### config.mk
export PLATFORM = sky130hd
export DESIGN_NAME = lsu_stage
export DESIGN_NICKNAME = d
export VERILOG_FILES = /design/src/hw/lsu_pkg.sv /design/src/hw/lsu_align.sv /design/src/hw/lsu_stage.sv
export SDC_FILE = /design/constraint.sdc
export NUM_CORES = 1
export LEC_CHECK = 0
export ABC_AREA = 1
export BUFFER_PORTS_ARGS = -buffer_cell sky130_fd_sc_hd__buf_2
export CORE_MARGIN = 3
export CORE_UTILIZATION = 30
export CTS_CLUSTER_DIAMETER = 80
export DETAILED_ROUTE_END_ITERATION = 10
export PLACE_DENSITY = 0.68
export SYNTH_ARGS = -nofsm -noshare
export SYNTH_HDL_FRONTEND = slang
export SYNTH_SLANG_ARGS = --single-unit
### constraint.sdc
create_clock -name clock -period 3.09 [get_ports clock]
set_input_delay 0.618 -clock clock [delete_from_list [all_inputs] [get_ports clock]]
set_output_delay 0.618 -clock clock [all_outputs]
set_load 0.02 [all_outputs]
### src/hw/lsu_pkg.sv
`default_nettype none

package lsu_pkg;

	// ##################################################
	// Widths and constants
	// ##################################################

	localparam int xlen           = 32;
	localparam int mem_words      = 1024;
	localparam int mem_index_bits = 10; // Word index into the SRAM
	localparam logic [1:0] resp_okay = 2'b00;

	typedef logic [xlen-1:0]     word_t;
	typedef logic [xlen-1:0]     addr_t;
	typedef logic [xlen/8-1:0]   strb_t;
	typedef logic [2:0]          funct3_t;
	typedef logic [1:0]          resp_t;
	typedef logic [2:0]          size_t;

	typedef enum logic [1:0] {
		st_idle,
		st_read,
		st_write,
		st_wb // Writeback cycle that also takes the next request
	} lsu_state_t;

	// ##################################################
	// Request and bus channel payloads
	// ##################################################

	typedef struct packed {
		word_t   val;        // Address for loads and stores and the result for a pass-through
		word_t   store_data;
		funct3_t funct3;
		logic    ren;
		logic    wen;
	} lsu_req_t;

	typedef struct packed {
		addr_t addr;
		size_t size;
	} bus_ar_t;

	typedef struct packed {
		addr_t addr;
		size_t size;
	} bus_aw_t;

	typedef struct packed {
		word_t data;
		strb_t strb;
	} bus_w_t;

	typedef struct packed {
		word_t data;
		resp_t resp;
	} bus_r_t;

	typedef struct packed {
		resp_t resp;
	} bus_b_t;

endpackage

`default_nettype wire

### src/hw/lsu_align.sv
`timescale 1ns/1ps
`default_nettype none

module lsu_align (
	input  wire lsu_pkg::funct3_t funct3,
	input  wire logic [1:0]       addr_low,
	input  wire lsu_pkg::word_t   store_data,
	input  wire lsu_pkg::word_t   rdata,
	output lsu_pkg::word_t        wdata,
	output lsu_pkg::strb_t        wstrb,
	output lsu_pkg::word_t        load_val
);

	lsu_pkg::strb_t base_mask;
	lsu_pkg::word_t rdata_shift;
	logic [4:0]     bit_offset;

	assign bit_offset = {addr_low, 3'b000};

	always_comb begin
		case (funct3[1:0])
			2'b00:   base_mask = 4'b0001;
			2'b01:   base_mask = 4'b0011;
			2'b10:   base_mask = 4'b1111;
			default: base_mask = 4'b0000;
		endcase
	end

	// Store lanes move up by the byte offset
	assign wstrb = base_mask << addr_low;
	assign wdata = store_data << bit_offset;

	assign rdata_shift = rdata >> bit_offset; // Selected lane lands at bit 0

	always_comb begin
		case (funct3)
			3'b000:  load_val = {{24{rdata_shift[7]}}, rdata_shift[7:0]};   // lb
			3'b001:  load_val = {{16{rdata_shift[15]}}, rdata_shift[15:0]}; // lh
			3'b010:  load_val = rdata_shift;                                 // lw
			3'b100:  load_val = {24'h0, rdata_shift[7:0]};                   // lbu
			3'b101:  load_val = {16'h0, rdata_shift[15:0]};                  // lhu
			default: load_val = '0;
		endcase
	end

endmodule

`default_nettype wire

### src/hw/lsu_stage.sv
`timescale 1ns/1ps
`default_nettype none

module lsu_stage (
	input  wire                    clock,
	input  wire                    rst_n,
	input  wire                    flush,

	input  wire lsu_pkg::lsu_req_t req,
	input  wire                    req_valid,
	output logic                   req_ready,

	output lsu_pkg::bus_ar_t       ar,
	output logic                   arvalid,
	input  wire                    arready,
	input  wire lsu_pkg::bus_r_t   r,
	input  wire                    rvalid,
	output logic                   rready,

	output lsu_pkg::bus_aw_t       aw,
	output logic                   awvalid,
	input  wire                    awready,
	output lsu_pkg::bus_w_t        w,
	output logic                   wvalid,
	input  wire                    wready,
	input  wire lsu_pkg::bus_b_t   b,
	input  wire                    bvalid,
	output logic                   bready,

	output lsu_pkg::word_t         wb_val,
	output logic                   wb_valid
);

	lsu_pkg::lsu_state_t state;
	lsu_pkg::addr_t      addr_q;
	lsu_pkg::funct3_t    funct3_q;
	lsu_pkg::word_t      store_data_q;
	lsu_pkg::word_t      wdata;
	lsu_pkg::strb_t      wstrb;
	lsu_pkg::word_t      load_val;
	lsu_pkg::size_t      size;

	logic idle;
	logic accept;
	logic start_read;
	logic start_write;
	logic ar_fire;
	logic aw_fire;
	logic w_fire;
	logic r_fire;
	logic b_fire;

	// ##################################################
	// Handshakes
	// ##################################################

	assign idle      = (state == lsu_pkg::st_idle) || (state == lsu_pkg::st_wb);
	assign req_ready = idle & ~flush; // A flush from the branch unit blocks new work
	assign accept    = req_valid & req_ready;

	assign start_read  = accept & req.ren;
	assign start_write = accept & req.wen & ~req.ren;

	assign ar_fire = arvalid & arready;
	assign aw_fire = awvalid & awready;
	assign w_fire  = wvalid & wready;
	assign r_fire  = rvalid & rready;
	assign b_fire  = bvalid & bready;

	assign rready   = 1'b1;
	assign bready   = 1'b1;
	assign wb_valid = (state == lsu_pkg::st_wb);

	// Bus payloads come from the request held since accept
	assign size = {1'b0, funct3_q[1:0]};
	assign ar   = '{addr: addr_q, size: size};
	assign aw   = '{addr: addr_q, size: size};
	assign w    = '{data: wdata, strb: wstrb};

	lsu_align align (
		.funct3    (funct3_q),
		.addr_low  (addr_q[1:0]),
		.store_data(store_data_q),
		.rdata     (r.data),
		.wdata     (wdata),
		.wstrb     (wstrb),
		.load_val  (load_val)
	);

	// ##################################################
	// Control state
	// ##################################################

	always_ff @(posedge clock) begin
		if (!rst_n) begin
			state <= lsu_pkg::st_idle;
		end else begin
			case (state)
				lsu_pkg::st_idle, lsu_pkg::st_wb: begin
					if (start_read)       state <= lsu_pkg::st_read;
					else if (start_write) state <= lsu_pkg::st_write;
					else if (accept)      state <= lsu_pkg::st_wb; // Pass-through
					else                  state <= lsu_pkg::st_idle;
				end
				lsu_pkg::st_read:  if (r_fire) state <= lsu_pkg::st_wb;
				lsu_pkg::st_write: if (b_fire) state <= lsu_pkg::st_wb;
				default:           state <= lsu_pkg::st_idle;
			endcase
		end
	end

	// Each valid drops on its own transfer
	always_ff @(posedge clock) begin
		if (!rst_n) begin
			arvalid <= 1'b0;
			awvalid <= 1'b0;
			wvalid  <= 1'b0;
		end else begin
			if (start_read)   arvalid <= 1'b1;
			else if (ar_fire) arvalid <= 1'b0;

			if (start_write)  awvalid <= 1'b1;
			else if (aw_fire) awvalid <= 1'b0;

			if (start_write)  wvalid <= 1'b1;
			else if (w_fire)  wvalid <= 1'b0;
		end
	end

	always_ff @(posedge clock) begin
		if (accept) begin
			addr_q       <= req.val;
			funct3_q     <= req.funct3;
			store_data_q <= req.store_data;
			wb_val       <= req.val; // Stores keep their address as the result
		end else if (r_fire) begin
			wb_val <= load_val;
		end
	end

endmodule

`default_nettype wire

After elaboration in Yosys (flattened, before gate mapping)
Cells that the tools add are included.

cells by class
  equal/unequal tests = 11
  reductions and logical operators = 10
  mux-type cells = 16
  bitwise gates (word level) = 10
  shift operators = 3

operators with widths
  operator            count
  $pmux 32 s5         1
  $mux 32             2
  $shl 32x5->32       1
  $shr 32x5->32       1
  $pmux 4 s3          1
  $mux 2              5
  $and 1x1->1         8
  $reduce_bool 2->1   4
  $eq 2x2->1 const B  3
  $eq 3x3->1 const B  2
  $mux 1              6
  $pmux 2 s3          1
  $eq 2x1->1 const B  2
  $logic_not 2->1     2
  $ne 2x2->1 const B  2
  $shl 4x2->4         1
  $eq 3x1->1 const B  1
  $eq 3x2->1 const B  1
  $logic_not 3->1     1
  $not 1->1           2
  $reduce_and 2->1    1
  $reduce_or 2->1     1
  $logic_or 1x1->1    1

storage, ports and cells
  word-level logic and storage cells = 58
  register bits after elaboration = 104
  input port bits = 114
  output and inout port bits = 145

Depth between registers and ports, before layout
Gate-level depths: netlist of run 1.

  depth in word-level cells = 9
  gate-level depth with buffers = 9
  gate-level depth less buffers = 9

By module
From an unflattened synthesis of run 1, not the netlist that was laid out.

unflattened totals
  cells, all modules = 589
  area, all modules = 5,501.5 um^2

by module, submodules not included
  module     instances  area an instance (um^2)  sequential area each (um^2)  cells each
  lsu_stage  1          4,001.3                  3,072.9                      292
  lsu_align  1          1,500.2                  0.0                          297

Worst setup path before layout of run 1
No wires, ideal clock.

  path kind = reg-to-reg
  start = register state[0]
  end = register addr_q[0] (enable)
  arrival = 2.163 ns
  setup slack = 0.530 ns
  required time = 2.693 ns
  cell stages (with the launch flop) = 8
  period minus slack after synthesis = 2.560 ns
  setup time = 0.397 ns
  buffers on the path = 1
  path through = dfxtp_1 -> inv_1 -> ha_1 -> inv_1 -> nor2_2 -> nand2_2 -> inv_2 -> buf_2

on the way
  word-level cells in the longest chain between the ends = 4
  elaborated cells on any way between the ends = 5
  classes of those cells = eq/ne: 1; bitwise: 2; reduce/logical: 2

RTL lines
  element                                        RTL line          source
  from (decl)                                    lsu_stage.sv:34   lsu_pkg::lsu_state_t state;
  from (signal assigned)                         lsu_stage.sv:96   state <= lsu_pkg::st_idle;
  from (signal assigned)                         lsu_stage.sv:100  if (start_read) state <= lsu_pkg::st_read;
  from (signal assigned)                         lsu_stage.sv:101  else if (start_write) state <= lsu_pkg::st_write;
  $eq 2x2->1 or $logic_not 2->1 (tied branches)  lsu_stage.sv:57   assign idle = (state == lsu_pkg::st_idle) || (state == lsu_pkg::st_wb);
  $logic_or 1x1->1 *                             lsu_stage.sv:57
  $and 1x1->1 *                                  lsu_stage.sv:58   assign req_ready = idle & ~flush;
  named net req_ready                            lsu_stage.sv:11   output logic req_ready,
  $and 1x1->1 *                                  lsu_stage.sv:59   assign accept = req_valid & req_ready;
  named net accept                               lsu_stage.sv:44   logic accept;
  to (signal assigned)                           lsu_stage.sv:132  addr_q <= req.val;
  to (decl)                                      lsu_stage.sv:35   lsu_pkg::addr_t addr_q;

The timed path passes the listed nets; every way through them passes the cells marked *.
A chain may end at the register's enable or synchronous reset.

==> impl_metrics.json, run 1 <==
{
  "cts_buffers": 9,
  "clk_pin_slew_ns": 0.08,
  "crit_fanout": 48,
  "synthesis.area_um2": 5470,
  "core-area_um2": 17600,
  "firstDrtPassIters": 4,
  "grt_pass1_vias": 4586,
  "ys_seq_area_share_pct": 56.1,
  "ys_types": 35,
  "hold_start": "req[8]",
  "cts_root_buffer": "clkbuf_16",
  "die-height_um": 141,
  "vias_per_cell": 4.60,
  "place_congestion": 0.774,
  "synth_largest_area_cell": "edfxtp_1",
  "async_flop_share_pct": 0,
  "worstPathRequired_ns": 2.47,
  "timing.final.crit_share_pct": 79.8,
  "hold_violations": 0,
  "antenna_found_initial": 4,
  "wire_per_inst_um": 15.9,
  "r2r_cells": 7,
  "startpoint_type": "flop",
  "synth_top_area_share_pct": 54.3,
  "hold_class": "in -> reg",
  "critPathArrivalTime_ns": 1.85,
  "yosysMostFrequentCell": "nand2_1",
  "powerDensity_nw_per_um2": 711,
  "postCtsSetupRepairBufs": 0,
  "cts_sinks": 104,
  "slew_viol_final": 0,
  "area_delta_synth_final_pct": 24.9,
  "multi_input_comb_area_um2": 1760,
  "grt_first_pass_wirelength_um": 23800,
  "setup-tns-final_ns": 0,
  "drt_iter0_markers": 154,
  "ir_drop_uv": 298,
  "fin_util_pct": 38.9,
  "layout-drive-gt1-share_pct": 39.6,
  "synth-edff-count": 99,
  "cts.htree.levels": 3,
  "clock_latency_ns": 0.35,
  "fillers": 1793,
  "ant_nets": 0,
  "die-area_um2": 19900,
  "fin_ws_ns": 0.623,
  "ff2ff_setup_slack_ns": 0.79,
  "clock.fmax_mhz": 405,
  "syn_avg_cell_area_um2": 9.83,
  "setup_viol": 0,
  "critPathKind": "reg -> out",
  "fp-row-count": 48,
  "hold_end": "store_data_q[3]$_DFFE_PP_",
  "grt_setup_unrepaired": "no",
  "cp-end-kind": "output pin",
  "holdBufCountCts": 0,
  "r2r-start": "state[0]$_SDFFE_PN0P_",
  "cts_max_path_buffers": 2,
  "io_pins": 259,
  "drt_wl_total_um": 15700,
  "portBuffers": 250,
  "cp-startpoint": "addr_q[0]$_DFFE_PP_",
  "nets": 878,
  "grt.overflow.total": 0,
  "p_leak_uw": 0.00331,
  "fin_crit_ns": 2.47,
  "tightest_slew_ns": 0.811,
  "drcViolationCount": 0,
  "synthTopCellsByArea": "edfxtp_1 54%, nand2_1 12%, buf_4 6.3%",
  "layoutNonFillerInstCount": 987,
  "max-slew-margin-rel_pct": 45.9,
  "ys_warn_count": 0,
  "synth_ff_type": "edfxtp_1",
  "dp_hpwl_um": 11800,
  "start_util_pct": 31.1,
  "hold_path_depth": 1,
  "synth-seq-cells": 104,
  "finClkSkew_ns": 0.00707,
  "worst_hold_slack_ns": 0.436,
  "grt_max_degree": 52,
  "vias": 4539,
  "syn-instance-count": 557,
  "r2r_end": "wb_val[0]$_DFFE_PP_",
  "synth.top_cells.by_count": "171 x nand2_1, 99 x edfxtp_1, 46 x buf_4",
  "place.detailed.instances": 970,
  "final-seq-area_um2": 3070,
  "place_ws_ns": 0.703,
  "grt_usage_pct": 15.4,
  "maxCapViolations": 0,
  "die_x_um": 141,
  "post_cts_resized": 0,
  "status": "completed",
  "cts_tree": "built"
}
metrics by stage:
stage	total power [uW]	area, um2
6_report	4860	6840
5_1_grt	5170	6840
4_1_cts	4940	6830
3_5_place_dp	3800	6540
3_3_place_gp	3770	6540
2_1_floorplan	3280	5480
placed cells by master, fill, tap and decap left out, types with 2 or more instances in the layout:
master	count
buf_2	250
ha_1	8
nand2_2	3
dfxtp_1	5
nand3_2	16
inv_4	2
clkbuf_16	9
edfxtp_1	99
buf_4	6
a21oi_1	24
o211ai_1	7
nand2_1	171
o22ai_1	3
mux2i_1	6
inv_1	31
conb_1	4
nor2_1	33
inv_6	2
a22oi_1	7
nand3_1	19
o21ai_0	24
o21ai_1	16
flip-flops by register name, summed over array words and instances (netlist names):
register,flops
addr_q,32
store_data_q,32
wb_val,32
funct3_q,3
state,2
arvalid,1
awvalid,1
wvalid,1
critical path, stage by stage, from the launching register on:
cell      delay [ns]
edfxtp_1        0.36
buf_4           0.49
mux2i_1         0.33
a22oi_1         0.11
buf_2           0.19
layer usage:
metal / global-route usage [%] / wire, um / vias up
li1: - / - / 2225
met1: 17.9 / 6340 / 2060
met2: 27.5 / 7830 / 224
met3: 4.34 / 1250 / 24
met4: 4.84 / 286 / 6
met5: 0 / 28 / -
logic make-up after synthesis:
family / count (synthesis) / share of synthesized area, %
mux: 6 / 1.10
flops: 104 / 56.2
other cells: 2 / 0.137
fa+ha+maj: 8 / 1.83
compound gates: 83 / 8.41
simple gates: 250 / 20.5
buf+inv: 104 / 11.8
worst max path at each step:
stage	endpoint	slack, ns	cells past startpoint
3_5_place_dp	wb_val[18]$_DFFE_PP_	0.70	7
5_1_grt	w[33]	0.48	5
4_1_cts	w[30]	0.61	4
3_3_place_gp	wb_val[11]$_DFFE_PP_	0.77	5
6_report	w[30]	0.62	4
2_1_floorplan	addr_q[0]$_DFFE_PP_	0.53	7
report_power, final:
part           internal, uW  switching, uW  leakage (uW)
clock                   566            561      0.000141
combinational           514           1220       0.00217
sequential             1900           99.6      0.000993
total                  2980           1880       0.00331
layout make-up:
type | count | share of cell area (%)
well taps | 225 | 4.12
inverters | 34 | 1.94
flip-flops and latches | 104 | 44.9
clock buffers | 9 | 3.29
repair buffers | 256 | 19.0
diodes | 1 | 0.0366
clock inverters | 7 | 0.970
multi-input cells | 351 | 25.7
No activity file was read; power rests on OpenSTA's default activity.
==> run 2: changes to the inputs <==
--- a/config.mk
+++ b/config.mk
@@ -5,13 +5,13 @@
 export SDC_FILE = /design/constraint.sdc
 export NUM_CORES = 1
 export LEC_CHECK = 0
-export ABC_AREA = 1
+export ABC_AREA = 0
 export BUFFER_PORTS_ARGS = -buffer_cell sky130_fd_sc_hd__buf_2
 export CORE_MARGIN = 3
 export CORE_UTILIZATION = 30
 export CTS_CLUSTER_DIAMETER = 80
 export DETAILED_ROUTE_END_ITERATION = 10
-export PLACE_DENSITY = 0.68
+export PLACE_DENSITY = 0.71
 export SYNTH_ARGS = -nofsm -noshare
 export SYNTH_HDL_FRONTEND = slang
 export SYNTH_SLANG_ARGS = --single-unit
==> constraint.sdc (replaced) <==
create_clock -name clock -period 2.1 [get_ports clock]
set_input_delay 0.42 -clock clock [delete_from_list [all_inputs] [get_ports clock]]
set_output_delay 0.42 -clock clock [all_outputs]
set_load 0.02 [all_outputs]
==> impl_metrics.json, run 2 <==
{
  "status": "finished, violations left",
  "violations": "negative setup slack",
  "synth-edff-count": 99,
  "critical_path_buf_inv_count": 3,
  "synth-seq-cells": 104,
  "clk_pin_slew_ns": 0.07,
  "num_antenna_cells": 0,
  "setup_viol": 2,
  "layout_commonest_cell": "buf_2",
  "path_depth": 5,
  "worst_hold_slack_ns": 0.245,
  "fin_crit_ns": 2.11,
  "powerDensity_nw_per_um2": 1060,
  "vias_per_cell": 4.63,
  "synthesis.area_um2": 5090,
  "nets": 760,
  "synthTopCellsByArea": "edfxtp_1 58%, mux2i_1 6.7%, buf_4 5.9%",
  "cts_buffers": 9,
  "worstPathRequired_ns": 1.68,
  "wire_per_inst_um": 17.5,
  "p_leak_uw": 0.00312,
  "die-height_um": 136,
  "synth.top_cells.by_count": "99 x edfxtp_1, 40 x buf_4, 36 x nor2_1",
  "synth_largest_area_cell": "edfxtp_1",
  "critPathArrivalTime_ns": 1.69,
  "crit_slowest_cell": "edfxtp_1",
  "core-area_um2": 16200,
  "ys_seq_area_share_pct": 60.4,
  "die-area_um2": 18600,
  "drt_iter0_markers": 119,
  "synth_ff_type": "edfxtp_1",
  "final_cell_mix": "229 x buf_2, 99 x edfxtp_1, 34 x nor2_1, 28 x buf_4, 25 x mux2i_1",
  "cts_root_buffer": "clkbuf_16",
  "maxCapViolations": 0,
  "r2r_cells": 6,
  "drcViolationCount": 0,
  "ir_drop_uv": 541,
  "fin_ws_ns": -0.0115,
  "vias": 3981,
  "cts_max_path_buffers": 2,
  "critPathTopFamily": "flip-flops",
  "grt_pass1_vias": 3948,
  "grt_max_degree": 48,
  "syn_avg_cell_area_um2": 12.6,
  "grt_setup_unrepaired": "yes",
  "cp_cell_sequence": "buf_6, clkbuf_16, mux2i_4, a21oi_2, buf_4",
  "async_flop_share_pct": 0,
  "finClkSkew_ns": 0.00971,
  "antenna_found_initial": 2,
  "yosysMostFrequentCell": "edfxtp_1",
  "ant_nets": 0,
  "grt_first_pass_wirelength_um": 21400,
  "start_util_pct": 31.4,
  "syn-instance-count": 404,
  "fp-row-count": 46,
  "drt_wl_total_um": 15000,
  "startpoint_type": "flop",
  "portBuffers": 250,
  "die_x_um": 136,
  "area_delta_synth_final_pct": 40.7,
  "io_pins": 259,
  "firstDrtPassIters": 4,
  "cts.htree.levels": 3,
  "reg_top3": "addr_q x32, store_data_q x32, wb_val x32",
  "clock.fmax_mhz": 474,
  "cts_tree": "built",
  "ys_types": 35,
  "cts_sinks": 104,
  "synth_top_area_share_pct": 58.4,
  "critPathKind": "reg -> out",
  "crit_fanout": 7,
  "hold_violations": 0,
  "place_congestion": 0.772,
  "layout-drive-gt1-share_pct": 53.3,
  "hold_class": "in -> reg",
  "grt_usage_pct": 15.3,
  "holdBufCountCts": 0,
  "cp-end-kind": "output pin",
  "p_total_uw": 7580,
  "ys_warn_count": 0,
  "max_stage_delay_ns": 0.52,
  "dp_hpwl_um": 11200,
  "timing.final.crit_share_pct": 101,
  "slew_viol_final": 0,
  "hold_path_depth": 1,
  "grt.overflow.total": 0,
  "clock_latency_ns": 0.35
}
-- run 2: through the flow --
step	utilization (%)	instances	instance area (um2)	setup TNS (ns)	setup WS [ns]
finish	44.1	859	7160	-0.0209	-0.0115
global route	44.1	859	7160	-2.08	-0.0893
CTS	42.1	850	6830	-0.0669	-0.0263
detailed placement	39.8	832	6460	0	0.0768
global placement	39.8	832	6460	0	0.0557
floorplan	-	406	5100	0	0.0235
-- run 2: worst reg2reg max path, cell delays in order, from the launching register on --
cell,delay [ns]
edfxtp_1,0.52
buf_4,0.23
mux2_4,0.36
a2bb2oi_4,0.17
o32ai_4,0.10
buf_12,0.16
a221o_1,0.27
-- run 2: metal layers --
layer | wire length, um | share of wire (%) | track usage, % | vias up
met5 | 27 | 0.18 | 0 | -
met4 | 332 | 2.2 | 6.16 | 4
met3 | 1290 | 8.6 | 4.48 | 24
met2 | 7690 | 51 | 27.1 | 189
met1 | 5700 | 38 | 17.3 | 1853
li1 | - | - | - | 1911
-- run 2: what timing repair did --
item	in CTS	in global routing
buffers inserted	2	5
resized for setup	13	61
gates cloned	0	4
hold endpoints to repair	0	0
pin swaps	0	7
setup endpoints to repair	35	34
-- run 2: area by class of cell --
type / instances / area (um2)
Clock buffer: 9 / 225
Clock inverter: 7 / 95.1
Fill cell: 1496 / 9070
Inverter: 9 / 36.3
Multi-Input combinational cell: 234 / 1750
Sequential cell: 104 / 3070
Tap cell: 216 / 270
Timing Repair Buffer: 280 / 1710
-- run 2: final timing paths --
| check | to | slack [ns] | from |
|---|---|---|---|
| worst max-delay path | w[33] | -0.01 | addr_q[0]$_DFFE_PP_ |
| worst min-delay path | store_data_q[24]$_DFFE_PP_ | 0.25 | req[29] |
| worst max register to register | wb_val[20]$_DFFE_PP_ | 0.05 | addr_q[0]$_DFFE_PP_ |
| worst min register to register | awvalid$_SDFFE_PN0P_ | 0.57 | awvalid$_SDFFE_PN0P_ |
-- run 2: power by group --
group | leakage [uW] | switching, uW | internal, uW
Combinational | 0.00197 | 1720 | 1100
Clock | 0.000156 | 752 | 1050
Sequential | 0.000993 | 165 | 2790
-- run 2: kinds of logic (layout without fill, tap and decap cells) --
logic type	Yosys count	count (layout)	share of synthesized area, %
other cells	2	4	0.148
flops	104	104	60.4
compound gates	88	88	11.8
fa+ha+maj	8	8	1.97
mux	42	42	8.53
buf+inv	68	305	8.46
simple gates	92	92	8.68
